$ cat src/eth_readout_settings.svh
`ifndef ETH_READOUT_SETTINGS_SVH
`define ETH_READOUT_SETTINGS_SVH

// FIFO depths
`define EVT_FIFO_DEPTH 128
`define L1A_FIFO_DEPTH 16

`define EVT_AFULL_LEVEL 96 // Almost full at or above
`define EVT_AMT_LEVEL 8    // Almost empty below

// Fixed trailer words
`define FRM_TRL_ID 16'h700C
`define FRM_TRL_END 16'h7FFF

// Leading samples that carry the trigger phase
`define PHASE_SAMPLES 6

`endif

$ cat src/eth_readout_pkg.sv
`default_nettype none

package eth_readout_pkg;

	// Event FIFO word
	typedef struct packed {
		logic movlp;       // Multiple overlap
		logic ovlp;
		logic [3:0] ocnt;  // Overlap count
		logic [11:0] data; // ADC sample
	} evt_word_t;

	// Trigger record
	typedef struct packed {
		logic phase;
		logic [11:0] mcnt; // Match count
		logic [23:0] num;  // Trigger number
	} l1a_rec_t;

	typedef enum logic [2:0] {
		SLOT_L1A_HI,
		SLOT_L1A_LO,
		SLOT_SAMPLE,
		SLOT_CRC,
		SLOT_TRL_ID,
		SLOT_STATUS,
		SLOT_TRL_END
	} slot_t;

	// One word slot of a frame
	typedef struct packed {
		slot_t slot;
		logic [6:0] smp;   // Sample index
		logic crc_clr;     // Frame start
		logic valid;
	} frame_ctl_t;

endpackage

`default_nettype wire

$ cat src/sync_fifo.sv
`default_nettype none

module sync_fifo #(
	parameter type item_t = logic [7:0],
	parameter int DEPTH = 16,
	parameter int AFULL_LEVEL = 12,
	parameter int AMT_LEVEL = 4
) (
	input wire RCLK,
	input wire RST_RESYNC,
	input wire push,
	input wire item_t din,
	input wire pop,
	output item_t dout,
	output logic empty,
	output logic full,
	output logic [$clog2(DEPTH+1)-1:0] count,
	output logic afull,
	output logic amt
);

	localparam int AW = $clog2(DEPTH);

	item_t mem [DEPTH];
	logic [AW-1:0] wr_ptr;
	logic [AW-1:0] rd_ptr;
	logic do_push;
	logic do_pop;

	function automatic logic [AW-1:0] ptr_inc(input logic [AW-1:0] p);
		return (p == AW'(DEPTH - 1)) ? '0 : p + 1'b1;
	endfunction

	assign do_push = push && !full;  // Dropped when full
	assign do_pop = pop && !empty;

	always_ff @(posedge RCLK) begin
		if (do_push)
			mem[wr_ptr] <= din;
	end

	assign dout = mem[rd_ptr]; // Show-ahead

	always_ff @(posedge RCLK or posedge RST_RESYNC) begin
		if (RST_RESYNC) begin
			wr_ptr <= '0;
			rd_ptr <= '0;
			count <= '0;
		end else begin
			if (do_push)
				wr_ptr <= ptr_inc(wr_ptr);
			if (do_pop)
				rd_ptr <= ptr_inc(rd_ptr);
			case ({do_push, do_pop})
				2'b10: count <= count + 1'b1;
				2'b01: count <= count - 1'b1;
				default: count <= count;
			endcase
		end
	end

	assign empty = (count == 0);
	assign full = (count == DEPTH);
	assign afull = (count >= AFULL_LEVEL);
	assign amt = (count < AMT_LEVEL);

endmodule

`default_nettype wire

$ cat src/frame_sequencer.sv
`default_nettype none

module frame_sequencer import eth_readout_pkg::*; (
	input wire RCLK,
	input wire RST_RESYNC,
	input wire txack,
	input wire [6:0] samp_max,
	input wire [7:0] evt_count,
	input wire l1a_empty,
	input wire [4:0] l1a_count,
	input wire l1a_rec_t l1a_rec,
	output logic evt_pop,
	output logic l1a_pop,
	output frame_ctl_t ctl,
	output logic ce,
	output l1a_rec_t rec,
	output logic [4:0] occupancy
);

	typedef enum logic [1:0] {
		ST_IDLE,
		ST_HEADER,
		ST_SAMPLE,
		ST_TRAILER
	} state_t;

	state_t state;
	logic [1:0] slot_cnt;
	logic [6:0] smp_cnt;
	logic start;

	assign ce = txack; // Whole path stalls with TXACK

	// A trigger is waiting and all its samples are buffered
	assign start = !l1a_empty && (evt_count >= {1'b0, samp_max} + 8'd1);

	assign l1a_pop = ce && (state == ST_IDLE) && start;
	assign evt_pop = ce && ctl.valid && (ctl.slot == SLOT_SAMPLE);

	always_ff @(posedge RCLK or posedge RST_RESYNC) begin
		if (RST_RESYNC) begin
			state <= ST_IDLE;
			slot_cnt <= '0;
			smp_cnt <= '0;
			ctl <= '0;
		end else if (ce) begin
			ctl.valid <= 1'b1;
			ctl.crc_clr <= 1'b0;
			ctl.smp <= smp_cnt;
			case (state)
				ST_IDLE: begin
					ctl.slot <= SLOT_L1A_HI;
					ctl.valid <= start;
					ctl.crc_clr <= start;
					if (start)
						state <= ST_HEADER;
				end
				ST_HEADER: begin
					ctl.slot <= SLOT_L1A_LO;
					smp_cnt <= '0;
					state <= ST_SAMPLE;
				end
				ST_SAMPLE: begin
					ctl.slot <= SLOT_SAMPLE;
					smp_cnt <= smp_cnt + 7'd1;
					if (smp_cnt == samp_max) begin
						slot_cnt <= '0;
						state <= ST_TRAILER;
					end
				end
				ST_TRAILER: begin
					case (slot_cnt)
						2'd0: ctl.slot <= SLOT_CRC;
						2'd1: ctl.slot <= SLOT_TRL_ID;
						2'd2: ctl.slot <= SLOT_STATUS;
						default: ctl.slot <= SLOT_TRL_END;
					endcase
					slot_cnt <= slot_cnt + 2'd1;
					if (slot_cnt == 2'd3)
						state <= ST_IDLE; // Next frame may follow at once
				end
				default: state <= ST_IDLE;
			endcase
		end
	end

	// Record and remaining trigger occupancy for the frame being issued
	always_ff @(posedge RCLK) begin
		if (l1a_pop) begin
			rec <= l1a_rec;
			occupancy <= l1a_count - 5'd1;
		end
	end

endmodule

`default_nettype wire

$ cat src/frame_builder.sv
`default_nettype none
`include "eth_readout_settings.svh"

module frame_builder import eth_readout_pkg::*; (
	input wire RCLK,
	input wire RST_RESYNC,
	input wire ce,
	input wire frame_ctl_t ctl,
	input wire l1a_rec_t rec,
	input wire [4:0] occupancy,
	input wire evt_word_t evt,
	input wire warn,
	output logic [15:0] txd,
	output logic txd_vld
);

	frame_ctl_t ctl1;
	logic [15:0] word1;
	logic [15:0] stat1;
	logic [14:0] crc;
	logic [15:0] frame2;
	logic vld2;
	logic phase_flag;

	// Parallel CRC-15 over 13 data bits
	function automatic logic [14:0] crc15_d13(input logic [12:0] d, input logic [14:0] c);
		logic [14:0] n;
		n[0] = d[0] ^ c[2];
		for (int i = 1; i < 13; i++) begin
			n[i] = d[i-1] ^ d[i] ^ c[i+1] ^ c[i+2];
		end
		n[13] = d[12] ^ c[14] ^ c[0];
		n[14] = c[1];
		return n;
	endfunction

	assign phase_flag = rec.phase && (ctl.smp < 7'(`PHASE_SAMPLES));

	// Stage 1, header and sample words
	always_ff @(posedge RCLK or posedge RST_RESYNC) begin
		if (RST_RESYNC)
			ctl1 <= '0;
		else if (ce)
			ctl1 <= ctl;
	end

	always_ff @(posedge RCLK) begin
		if (ce) begin
			case (ctl.slot)
				SLOT_L1A_HI: word1 <= {4'h0, rec.num[23:12]};
				SLOT_L1A_LO: word1 <= {4'h0, rec.num[11:0]};
				default: word1 <= {1'b0, 1'b1, phase_flag, 1'b0, evt.data}; // Overlap always set
			endcase
			stat1 <= {4'h7, rec.num[5:0], occupancy, warn};
		end
	end

	// Stage 2, CRC and word select
	always_ff @(posedge RCLK) begin
		if (ce) begin
			if (ctl1.crc_clr)
				crc <= '0;
			else if (ctl1.valid && ctl1.slot == SLOT_SAMPLE)
				crc <= crc15_d13(word1[12:0], crc); // Zero then the 12 data bits
			case (ctl1.slot)
				SLOT_CRC: frame2 <= {1'b0, crc};
				SLOT_TRL_ID: frame2 <= `FRM_TRL_ID;
				SLOT_STATUS: frame2 <= stat1;
				SLOT_TRL_END: frame2 <= `FRM_TRL_END;
				default: frame2 <= word1;
			endcase
		end
	end

	always_ff @(posedge RCLK or posedge RST_RESYNC) begin
		if (RST_RESYNC) begin
			vld2 <= 1'b0;
			txd_vld <= 1'b0;
		end else if (ce) begin
			vld2 <= ctl1.valid;
			txd_vld <= vld2;
		end
	end

	// Stage 3, output register
	always_ff @(posedge RCLK) begin
		if (ce)
			txd <= frame2;
	end

endmodule

`default_nettype wire

$ cat src/eth_fifo.sv
`default_nettype none
`include "eth_readout_settings.svh"

module eth_fifo import eth_readout_pkg::*; (
	input wire RCLK,
	input wire RST_RESYNC,
	input wire [6:0] SAMP_MAX,
	input wire evt_word_t WDATA,
	input wire WREN,
	input wire l1a_rec_t L1A_EVT_DATA,
	input wire L1A_WRT_EN,
	input wire WARN,
	input wire TXACK,
	output logic EVT_BUF_AMT,
	output logic EVT_BUF_AFL,
	output logic [15:0] TXD,
	output logic TXD_VLD
);

	evt_word_t evt_dout;
	l1a_rec_t l1a_dout;
	l1a_rec_t rec;
	frame_ctl_t ctl;
	logic [7:0] evt_count;
	logic [4:0] l1a_count;
	logic [4:0] occupancy;
	logic l1a_empty;
	logic evt_pop;
	logic l1a_pop;
	logic ce;

	sync_fifo #(
		.item_t(evt_word_t),
		.DEPTH(`EVT_FIFO_DEPTH),
		.AFULL_LEVEL(`EVT_AFULL_LEVEL),
		.AMT_LEVEL(`EVT_AMT_LEVEL)
	) evt_fifo_i (
		.RCLK(RCLK),
		.RST_RESYNC(RST_RESYNC),
		.push(WREN),
		.din(WDATA),
		.pop(evt_pop),
		.dout(evt_dout),
		.empty(),
		.full(),
		.count(evt_count),
		.afull(EVT_BUF_AFL),
		.amt(EVT_BUF_AMT)
	);

	// Trigger FIFO flags beyond empty are not used
	sync_fifo #(
		.item_t(l1a_rec_t),
		.DEPTH(`L1A_FIFO_DEPTH),
		.AFULL_LEVEL(`L1A_FIFO_DEPTH - 1),
		.AMT_LEVEL(1)
	) l1a_fifo_i (
		.RCLK(RCLK),
		.RST_RESYNC(RST_RESYNC),
		.push(L1A_WRT_EN),
		.din(L1A_EVT_DATA),
		.pop(l1a_pop),
		.dout(l1a_dout),
		.empty(l1a_empty),
		.full(),
		.count(l1a_count),
		.afull(),
		.amt()
	);

	frame_sequencer frame_sequencer_i (
		.RCLK(RCLK),
		.RST_RESYNC(RST_RESYNC),
		.txack(TXACK),
		.samp_max(SAMP_MAX),
		.evt_count(evt_count),
		.l1a_empty(l1a_empty),
		.l1a_count(l1a_count),
		.l1a_rec(l1a_dout),
		.evt_pop(evt_pop),
		.l1a_pop(l1a_pop),
		.ctl(ctl),
		.ce(ce),
		.rec(rec),
		.occupancy(occupancy)
	);

	frame_builder frame_builder_i (
		.RCLK(RCLK),
		.RST_RESYNC(RST_RESYNC),
		.ce(ce),
		.ctl(ctl),
		.rec(rec),
		.occupancy(occupancy),
		.evt(evt_dout),
		.warn(WARN),
		.txd(TXD),
		.txd_vld(TXD_VLD)
	);

endmodule

`default_nettype wire

$ cat config.mk
export PLATFORM = sky130hd
export DESIGN_NAME = eth_fifo
export DESIGN_NICKNAME = d
export VERILOG_FILES = /design/src/eth_readout_pkg.sv /design/src/sync_fifo.sv /design/src/frame_sequencer.sv /design/src/frame_builder.sv /design/src/eth_fifo.sv
export VERILOG_INCLUDE_DIRS = /design/src
export SDC_FILE = /design/constraint.sdc
export NUM_CORES = 2
export LEC_CHECK = 0
export ABC_AREA = 0
export ABC_CLOCK_PERIOD_IN_PS = 8160
export CORE_ASPECT_RATIO = 0.7
export CORE_UTILIZATION = 35
export DETAILED_ROUTE_END_ITERATION = 16
export DONT_BUFFER_PORTS = 1
export PLACE_DENSITY = 0.46
export SLEW_MARGIN = 10
export SYNTH_ARGS = -nofsm -noshare
export SYNTH_HDL_FRONTEND = slang
export SYNTH_SLANG_ARGS = --single-unit
export TNS_END_PERCENT = 20
$ cat constraint.sdc
create_clock -name RCLK -period 8.16 [get_ports RCLK]
set_clock_uncertainty 0.2 [all_clocks]
set_input_delay 0.816 -clock RCLK [delete_from_list [all_inputs] [get_ports RCLK]]
set_output_delay 0.816 -clock RCLK [all_outputs]
set_load 0.02 [all_outputs]
After elaboration in Yosys (flattened, before gate mapping)

Memories as Yosys holds them, arrays and structs flattened. A register that Yosys moved wholly into a read port is not among the register bits.
Index checks and enable logic that the tools add are counted.

Bits in registers: 145
Memory bits (writable): 2896
Output and inout bits: 19
Memories kept: 2

Bitwise operators: 39
Eq/ne operators: 27
Multiplexer cells: 23
Add/subtract/negate cells: 11
Reductions and logical operators: 29
Magnitude comparators: 4

Memory list:

| name           | depth | width | rd ports | clocked after memory_dff | wr ports | RTL line        | source |
|---|---|---|---|---|---|---|---|
| evt_fifo_i.mem | 128   | 18    | 1        | 0                        | 1        | sync_fifo.sv:24 | `item_t mem [DEPTH];` |
| l1a_fifo_i.mem | 16    | 37    | 1        | 1                        | 1        | sync_fifo.sv:24 |  |

Operators by type and width:

| kind                                                             | number |
|---|---|
| 16-bit one-hot mux with 4 select lines                           | 1 |
| 1-bit XOR                                                        | 39 |
| 15-bit one-hot mux with 2 select lines                           | 1 |
| 7-bit by 1-bit adder with 7-bit output (second input constant)   | 3 |
| 8-bit one-hot mux with 2 select lines                            | 1 |
| 15-bit 2-to-1 mux                                                | 1 |
| 7-bit == test (second input constant)                            | 2 |
| 7-bit 2-to-1 mux                                                 | 2 |
| 7-bit one-hot mux with 2 select lines                            | 1 |
| 2-bit == test (second input constant)                            | 6 |
| 3-bit one-hot mux with 4 select lines                            | 1 |
| 1-bit logical AND                                                | 11 |
| 2-bit 2-to-1 mux                                                 | 5 |
| 5-bit one-hot mux with 2 select lines                            | 1 |
| 2-bit nonzero test                                               | 5 |
| 3-bit by 2-bit == test with 1-bit output (second input constant) | 3 |
| 3-bit == test (second input constant)                            | 3 |
| 3-bit one-hot mux with 3 select lines                            | 1 |
| 4-bit by 1-bit adder with 4-bit output (second input constant)   | 2 |
| 7-bit by 1-bit adder with 8-bit output (second input constant)   | 1 |
| 8-bit by 1-bit adder with 8-bit output (second input constant)   | 1 |
| 2-bit by 1-bit == test with 1-bit output (second input constant) | 4 |
| 4-bit == test (second input constant)                            | 2 |
| 8-bit == test (second input constant)                            | 1 |
| other kinds (24)                                                 | 35 |

Logic depth before layout (Yosys ltp)

Depth in word-level cells: 7
Gate-level depth with buffers: 16

By module

From an unflattened synthesis, not the netlist that was laid out.

Cells, all modules: 5828
Area total of the unflattened synthesis: 119161.8 um2

Modules (own cells, without submodules):

| module                 | sequential area each (um2) | area an instance (um2) | cells each | times used |
|---|---|---|---|---|
| sync_fifo (evt_fifo_i) | 69736.9                    | 89654.7                | 4356       | 1 |
| sync_fifo (l1a_fifo_i) | 18102.4                    | 23003.3                | 1004       | 1 |
| frame_builder          | 2307.2                     | 3654.8                 | 264        | 1 |
| frame_sequencer        | 1836.8                     | 2849.0                 | 204        | 1 |

Worst setup path after synthesis

OpenSTA, ideal clock, no wires.

Kind: input to register
From: in L1A_WRT_EN
To: mem l1a_fifo_i.mem[3][0] (netlist bit), enable pin
Required time: 7522 ps
Stages on the path: 4
Path buffers: 1
Setup slack: 4459 ps
Data arrival time: 3063 ps
Path through: and2_1 > clkbuf_1 > nand2_1 > nor3_1

Longest elaborated chain between the ends: 3

Ends and longest elaborated chain:

| item                                   | RTL line        | source |
|---|---|---|
| start, declared                        | eth_fifo.sv:11  | `input wire L1A_WRT_EN,` |
| 1-bit logical AND                      | sync_fifo.sv:34 | `assign do_push = push && !full;` |
| 1-bit 2-to-1 mux                       | sync_fifo.sv:38 | `if (do_push)` |
| 1-bit 2-to-1 mux (not written as such) | sync_fifo.sv:39 | `mem[wr_ptr] <= din;` |
| end, declared                          | sync_fifo.sv:24 |  |

No other way between the ends.

Worst setup path in the final report

From: reg evt_fifo_i.rd_ptr[0]
To: reg frame_builder_i.word1[10] (data pin)

Longest elaborated chain between the ends: 2

Ends and longest elaborated chain:

| item                                   | RTL line            | source |
|---|---|---|
| start, declared                        | sync_fifo.sv:26     | `logic [AW-1:0] rd_ptr;` |
| start signal, assigned                 | sync_fifo.sv:53     | `rd_ptr <= ptr_inc(rd_ptr);` |
| memory 128 x 18 bit                    | n/a                 |  |
| 15-bit one-hot mux with 2 select lines | frame_builder.sv:49 | `case (ctl.slot)` |
| end signal, assigned                   | frame_builder.sv:50 | `SLOT_L1A_HI: word1 <= {4'h0, rec.num[23:12]};` |
| end signal, assigned                   | frame_builder.sv:51 | `SLOT_L1A_LO: word1 <= {4'h0, rec.num[11:0]};` |
| end signal, assigned                   | frame_builder.sv:52 | `default: word1 <= {1'b0, 1'b1, phase_flag, 1'b0, evt.data};` |
| end, declared                          | frame_builder.sv:18 | `logic [15:0] word1;` |

No other way between the ends.
A chain may end at the register's enable or synchronous reset.

==> impl_metrics.env <==
export IMPL_outcome="finished clean"
export IMPL_area_growth_pct=13.9
export IMPL_required_ps=8500
export IMPL_synth_top_area_share_pct=74.3
export IMPL_regToRegSetupSlack_ps=3420
export IMPL_setup_viol=0
export IMPL_cts_max_path_buffers=4
export IMPL_fmax_ghz=0.211
export IMPL_r2r_end="frame_builder_i.word1[10]$_DFFE_PP_"
export IMPL_hold_slack_ps=87.9
export IMPL_port_buffers=0
export IMPL_synth_compound_area_share_pct=3.39
export IMPL_holdPathStages=2
export IMPL_leakagePower_nw=29.2
export IMPL_async_flop_share_pct=3.05
export IMPL_fin_crit_ps=4740
export IMPL_synthMostInstantiatedCell="edfxtp_1"
export IMPL_drt_pass1_iter_count=5
export IMPL_ir_drop_v=0.000298
export IMPL_synth_area_leader_cell="edfxtp_1"
export IMPL_synthXorXnorAreaFrac_pct=0.649
export IMPL_clk_pin_slew_worst_paths_ps=60
export IMPL_slew_viol_final=0
export IMPL_viasPerCell=5.33
export IMPL_grt_pass1_wl_um=306000
export IMPL_synth_seq_cells=2101
export IMPL_cp_arrival_ps=5080
export IMPL_crit_slowest_cell="a211oi_1"
export IMPL_coreArea_um2=233000
export IMPL_worst_pin_slew_ps=1340
export IMPL_routabilityCongestion=0.763
export IMPL_detail_route_wl_per_cell_um=29.0
export IMPL_rsz0062_at_grt="false"
export IMPL_setup_tns_ps=0
export IMPL_grt_max_degree=129
export IMPL_htreeDepth=4
export IMPL_hold_path_class="in2reg"
export IMPL_antenna_found_initial=13
export IMPL_cts_sinks=2101
export IMPL_drt_iter0_drc=3957
export IMPL_cap_viol_max_count=0
export IMPL_num_rows=148
export IMPL_hold_viol=0
export IMPL_globalRouteTotalUtil_pct=18.0
export IMPL_synth_top_family_by_area="multiplexers"
export IMPL_synth_simple_area_share_pct=2.43
export IMPL_drt_total_wl_um=216000
export IMPL_ioPinCount=87
export IMPL_drive_gt1_share_pct=23.4
export IMPL_clk_latency_ps=840
export IMPL_remaining_drc_errors=0
export IMPL_max_slew_margin_pct=10.3
export IMPL_synth_area_leaders="edfxtp_1 74%, mux4_2 12%, mux2i_1 2.1%, dfrtp_1 1.9%, nor2_1 0.90%"
export IMPL_cts_root_buf="clkbuf_16"
export IMPL_synth_warnings=0
export IMPL_cts_buffers=205
export IMPL_crit_path_start_kind="flop"
export IMPL_cpPeakStageDelay_ps=1130
export IMPL_start_util_pct=35.3
export IMPL_cp_cell_sequence="buf_4, mux4_2, mux2_2, o22ai_1, a211oi_1, a211oi_1, a211oi_1"
export IMPL_synthTopCellsByCount="2,037 x edfxtp_1, 449 x mux4_2, 197 x nor2_1, 175 x mux2i_1, 115 x clkbuf_1"
export IMPL_vias=39600
export IMPL_die_h_um=408
export IMPL_worstPathMaxFanout=35
export IMPL_syn_area_per_cell_um2=20.6
export IMPL_post_dp_hpwl_um=117000
export IMPL_synthMuxAreaShare_pct=15.1
export IMPL_ys_seq_area_share_pct=76.3
export IMPL_r2r_cells=7
export IMPL_gr_total_overflow=0
export IMPL_synthFlopType="edfxtp_1"
export IMPL_layout_cells_non_filler=7428
export IMPL_rr_startpoint="evt_fifo_i.rd_ptr[0]$_DFFE_PP0P_"
export IMPL_synth_edf_count=2037
export IMPL_drtAntennaViolNets=0
export IMPL_synth_cell_types=56
export IMPL_cts_tree="built"
export IMPL_synth_fp_nets=4092
export IMPL_endpoint="frame_builder_i.word1[10]$_DFFE_PP_"
export IMPL_grt_pass1_vias=39600
export IMPL_syn_area_um2=82300
export IMPL_synthAdderAreaFrac_pct=0.572
export IMPL_dp_cells=7009
export IMPL_crit_path_frequent_cell="a211oi_1"
export IMPL_powerDensity_nw_per_um2=321
export IMPL_syn_inst=3987
export IMPL_cts_resized=0
export IMPL_end_kind="flop"
export IMPL_die_w_um=582
export IMPL_fin_nets=4298
export IMPL_startpoint="evt_fifo_i.rd_ptr[0]$_DFFE_PP0P_"
export IMPL_min_period_over_period_pct=58.1
export IMPL_die_area_um2=237000
export IMPL_criticalPathCategory="reg2reg"
==> critical path, delay by kind of cell (launching register included) <==
kind | cells | cell delay (ps)
multiplexers | 2 | 930
AO/OA/AOI/OAI | 4 | 1700
flip-flops | 1 | 860
buffers and inverters | 1 | 680
==> cell type report <==
class	count	area, µm²
fill	20500	139000
sequential	2101	62800
multi-input combinational	1635	18400
clock buffer	249	5380
tap	3075	3850
timing repair buffer	226	2250
clock inverter	116	1010
inverter	24	91.3
antenna	2	5.00
==> worst min path at each step <==
stage / endpoint / slack (ps) / from
floorplan: frame_builder_i.stat1[1]$_DFFE_PP_ / 200 / frame_sequencer_i.occupancy[0]$_DFFE_PP_
global placement: frame_builder_i.stat1[3]$_DFFE_PP_ / 200 / frame_sequencer_i.occupancy[2]$_DFFE_PP_
detailed placement: frame_builder_i.stat1[2]$_DFFE_PP_ / 200 / frame_sequencer_i.occupancy[1]$_DFFE_PP_
CTS: frame_sequencer_i.smp_cnt[4]$_DFFE_PP0P_ / 10 / TXACK
global route: frame_sequencer_i.smp_cnt[4]$_DFFE_PP0P_ / 50 / TXACK
finish: frame_sequencer_i.smp_cnt[4]$_DFFE_PP0P_ / 90 / TXACK
==> per-layer routing <==
| layer | vias to the layer above | part of all wire, % | GRT usage [%] |
|---|---|---|---|
| met2 | 1057 | 42 | 24.8 |
| li1 | 16900 | - | - |
| met1 | 21300 | 49 | 28.4 |
| met3 | 253 | 6.9 | 4.31 |
| met5 | - | 0.013 | 0 |
| met4 | 4 | 2.2 | 4.11 |
==> where the power goes <==
| group | internal, mW | leakage, nW | total [mW] | switching, mW |
|---|---|---|---|---|
| Combinational | 3.22 | 6.89 | 7.68 | 4.46 |
| Clock | 5.24 | 3.13 | 9.30 | 4.07 |
| Sequential | 12.5 | 19.2 | 13.2 | 0.609 |
| Total | 21.0 | 29.2 | 30.1 | 9.14 |
==> state kept, by name, indices dropped and copies added (netlist names), 5 cells and up <==
register,cells
evt_fifo_i.mem,1536
l1a_fifo_i.mem,400
frame_sequencer_i.rec,25
frame_builder_i.crc,15
frame_builder_i.frame2,15
frame_builder_i.txd,15
frame_builder_i.word1,14
frame_builder_i.stat1,12
frame_sequencer_i.ctl,11
evt_fifo_i.count,8
evt_fifo_i.rd_ptr,7
evt_fifo_i.wr_ptr,7
frame_sequencer_i.smp_cnt,7
frame_builder_i.ctl1,5
frame_sequencer_i.occupancy,5
l1a_fifo_i.count,5
==> cells in the final DEF, fill, tap and decap left out, drive strengths merged, types with 37 or more instances in the layout <==
cell and instances:
o22ai 83, edfxtp 2037, clkinv 89, xnor2 42
nor3 39, a21oi 60, dfrtp 64, nand2 94
mux4 449, o21ai 57, mux2i 175, nor2b 37
buf 196, clkbuf 249, a211oi 74, mux2 50
nor2 197
==> per-stage QoR <==
| stage | util (%) | cell area [µm²] | power (mW) | worst slack [ps] |
|---|---|---|---|---|
| floorplan | - | 82300 | 18.4 | 4460 |
| global placement | 37.1 | 86500 | 20.9 | 3410 |
| detailed placement | 37.1 | 86500 | 20.9 | 3390 |
| CTS | 40.2 | 93800 | 30.5 | 3400 |
| global route | 40.2 | 93800 | 31.4 | 3210 |
| finish | 40.2 | 93800 | 30.1 | 3420 |
==> logic make-up after synthesis <==
logic type,after synthesis
AO/OA/AOI/OAI,416
AND/OR/NAND/NOR,446
flip-flops,2101
other,1
XOR/XNOR,61
buffers and inverters,251
adder cells (fa/ha/maj),37
multiplexers,674
==> timing repair <==
action                    4_1_cts  5_1_grt
buffers inserted                0        0
hold endpoints to repair     1864        0
hold buffers                   51        0
Power figures use the tool's default switching activity.
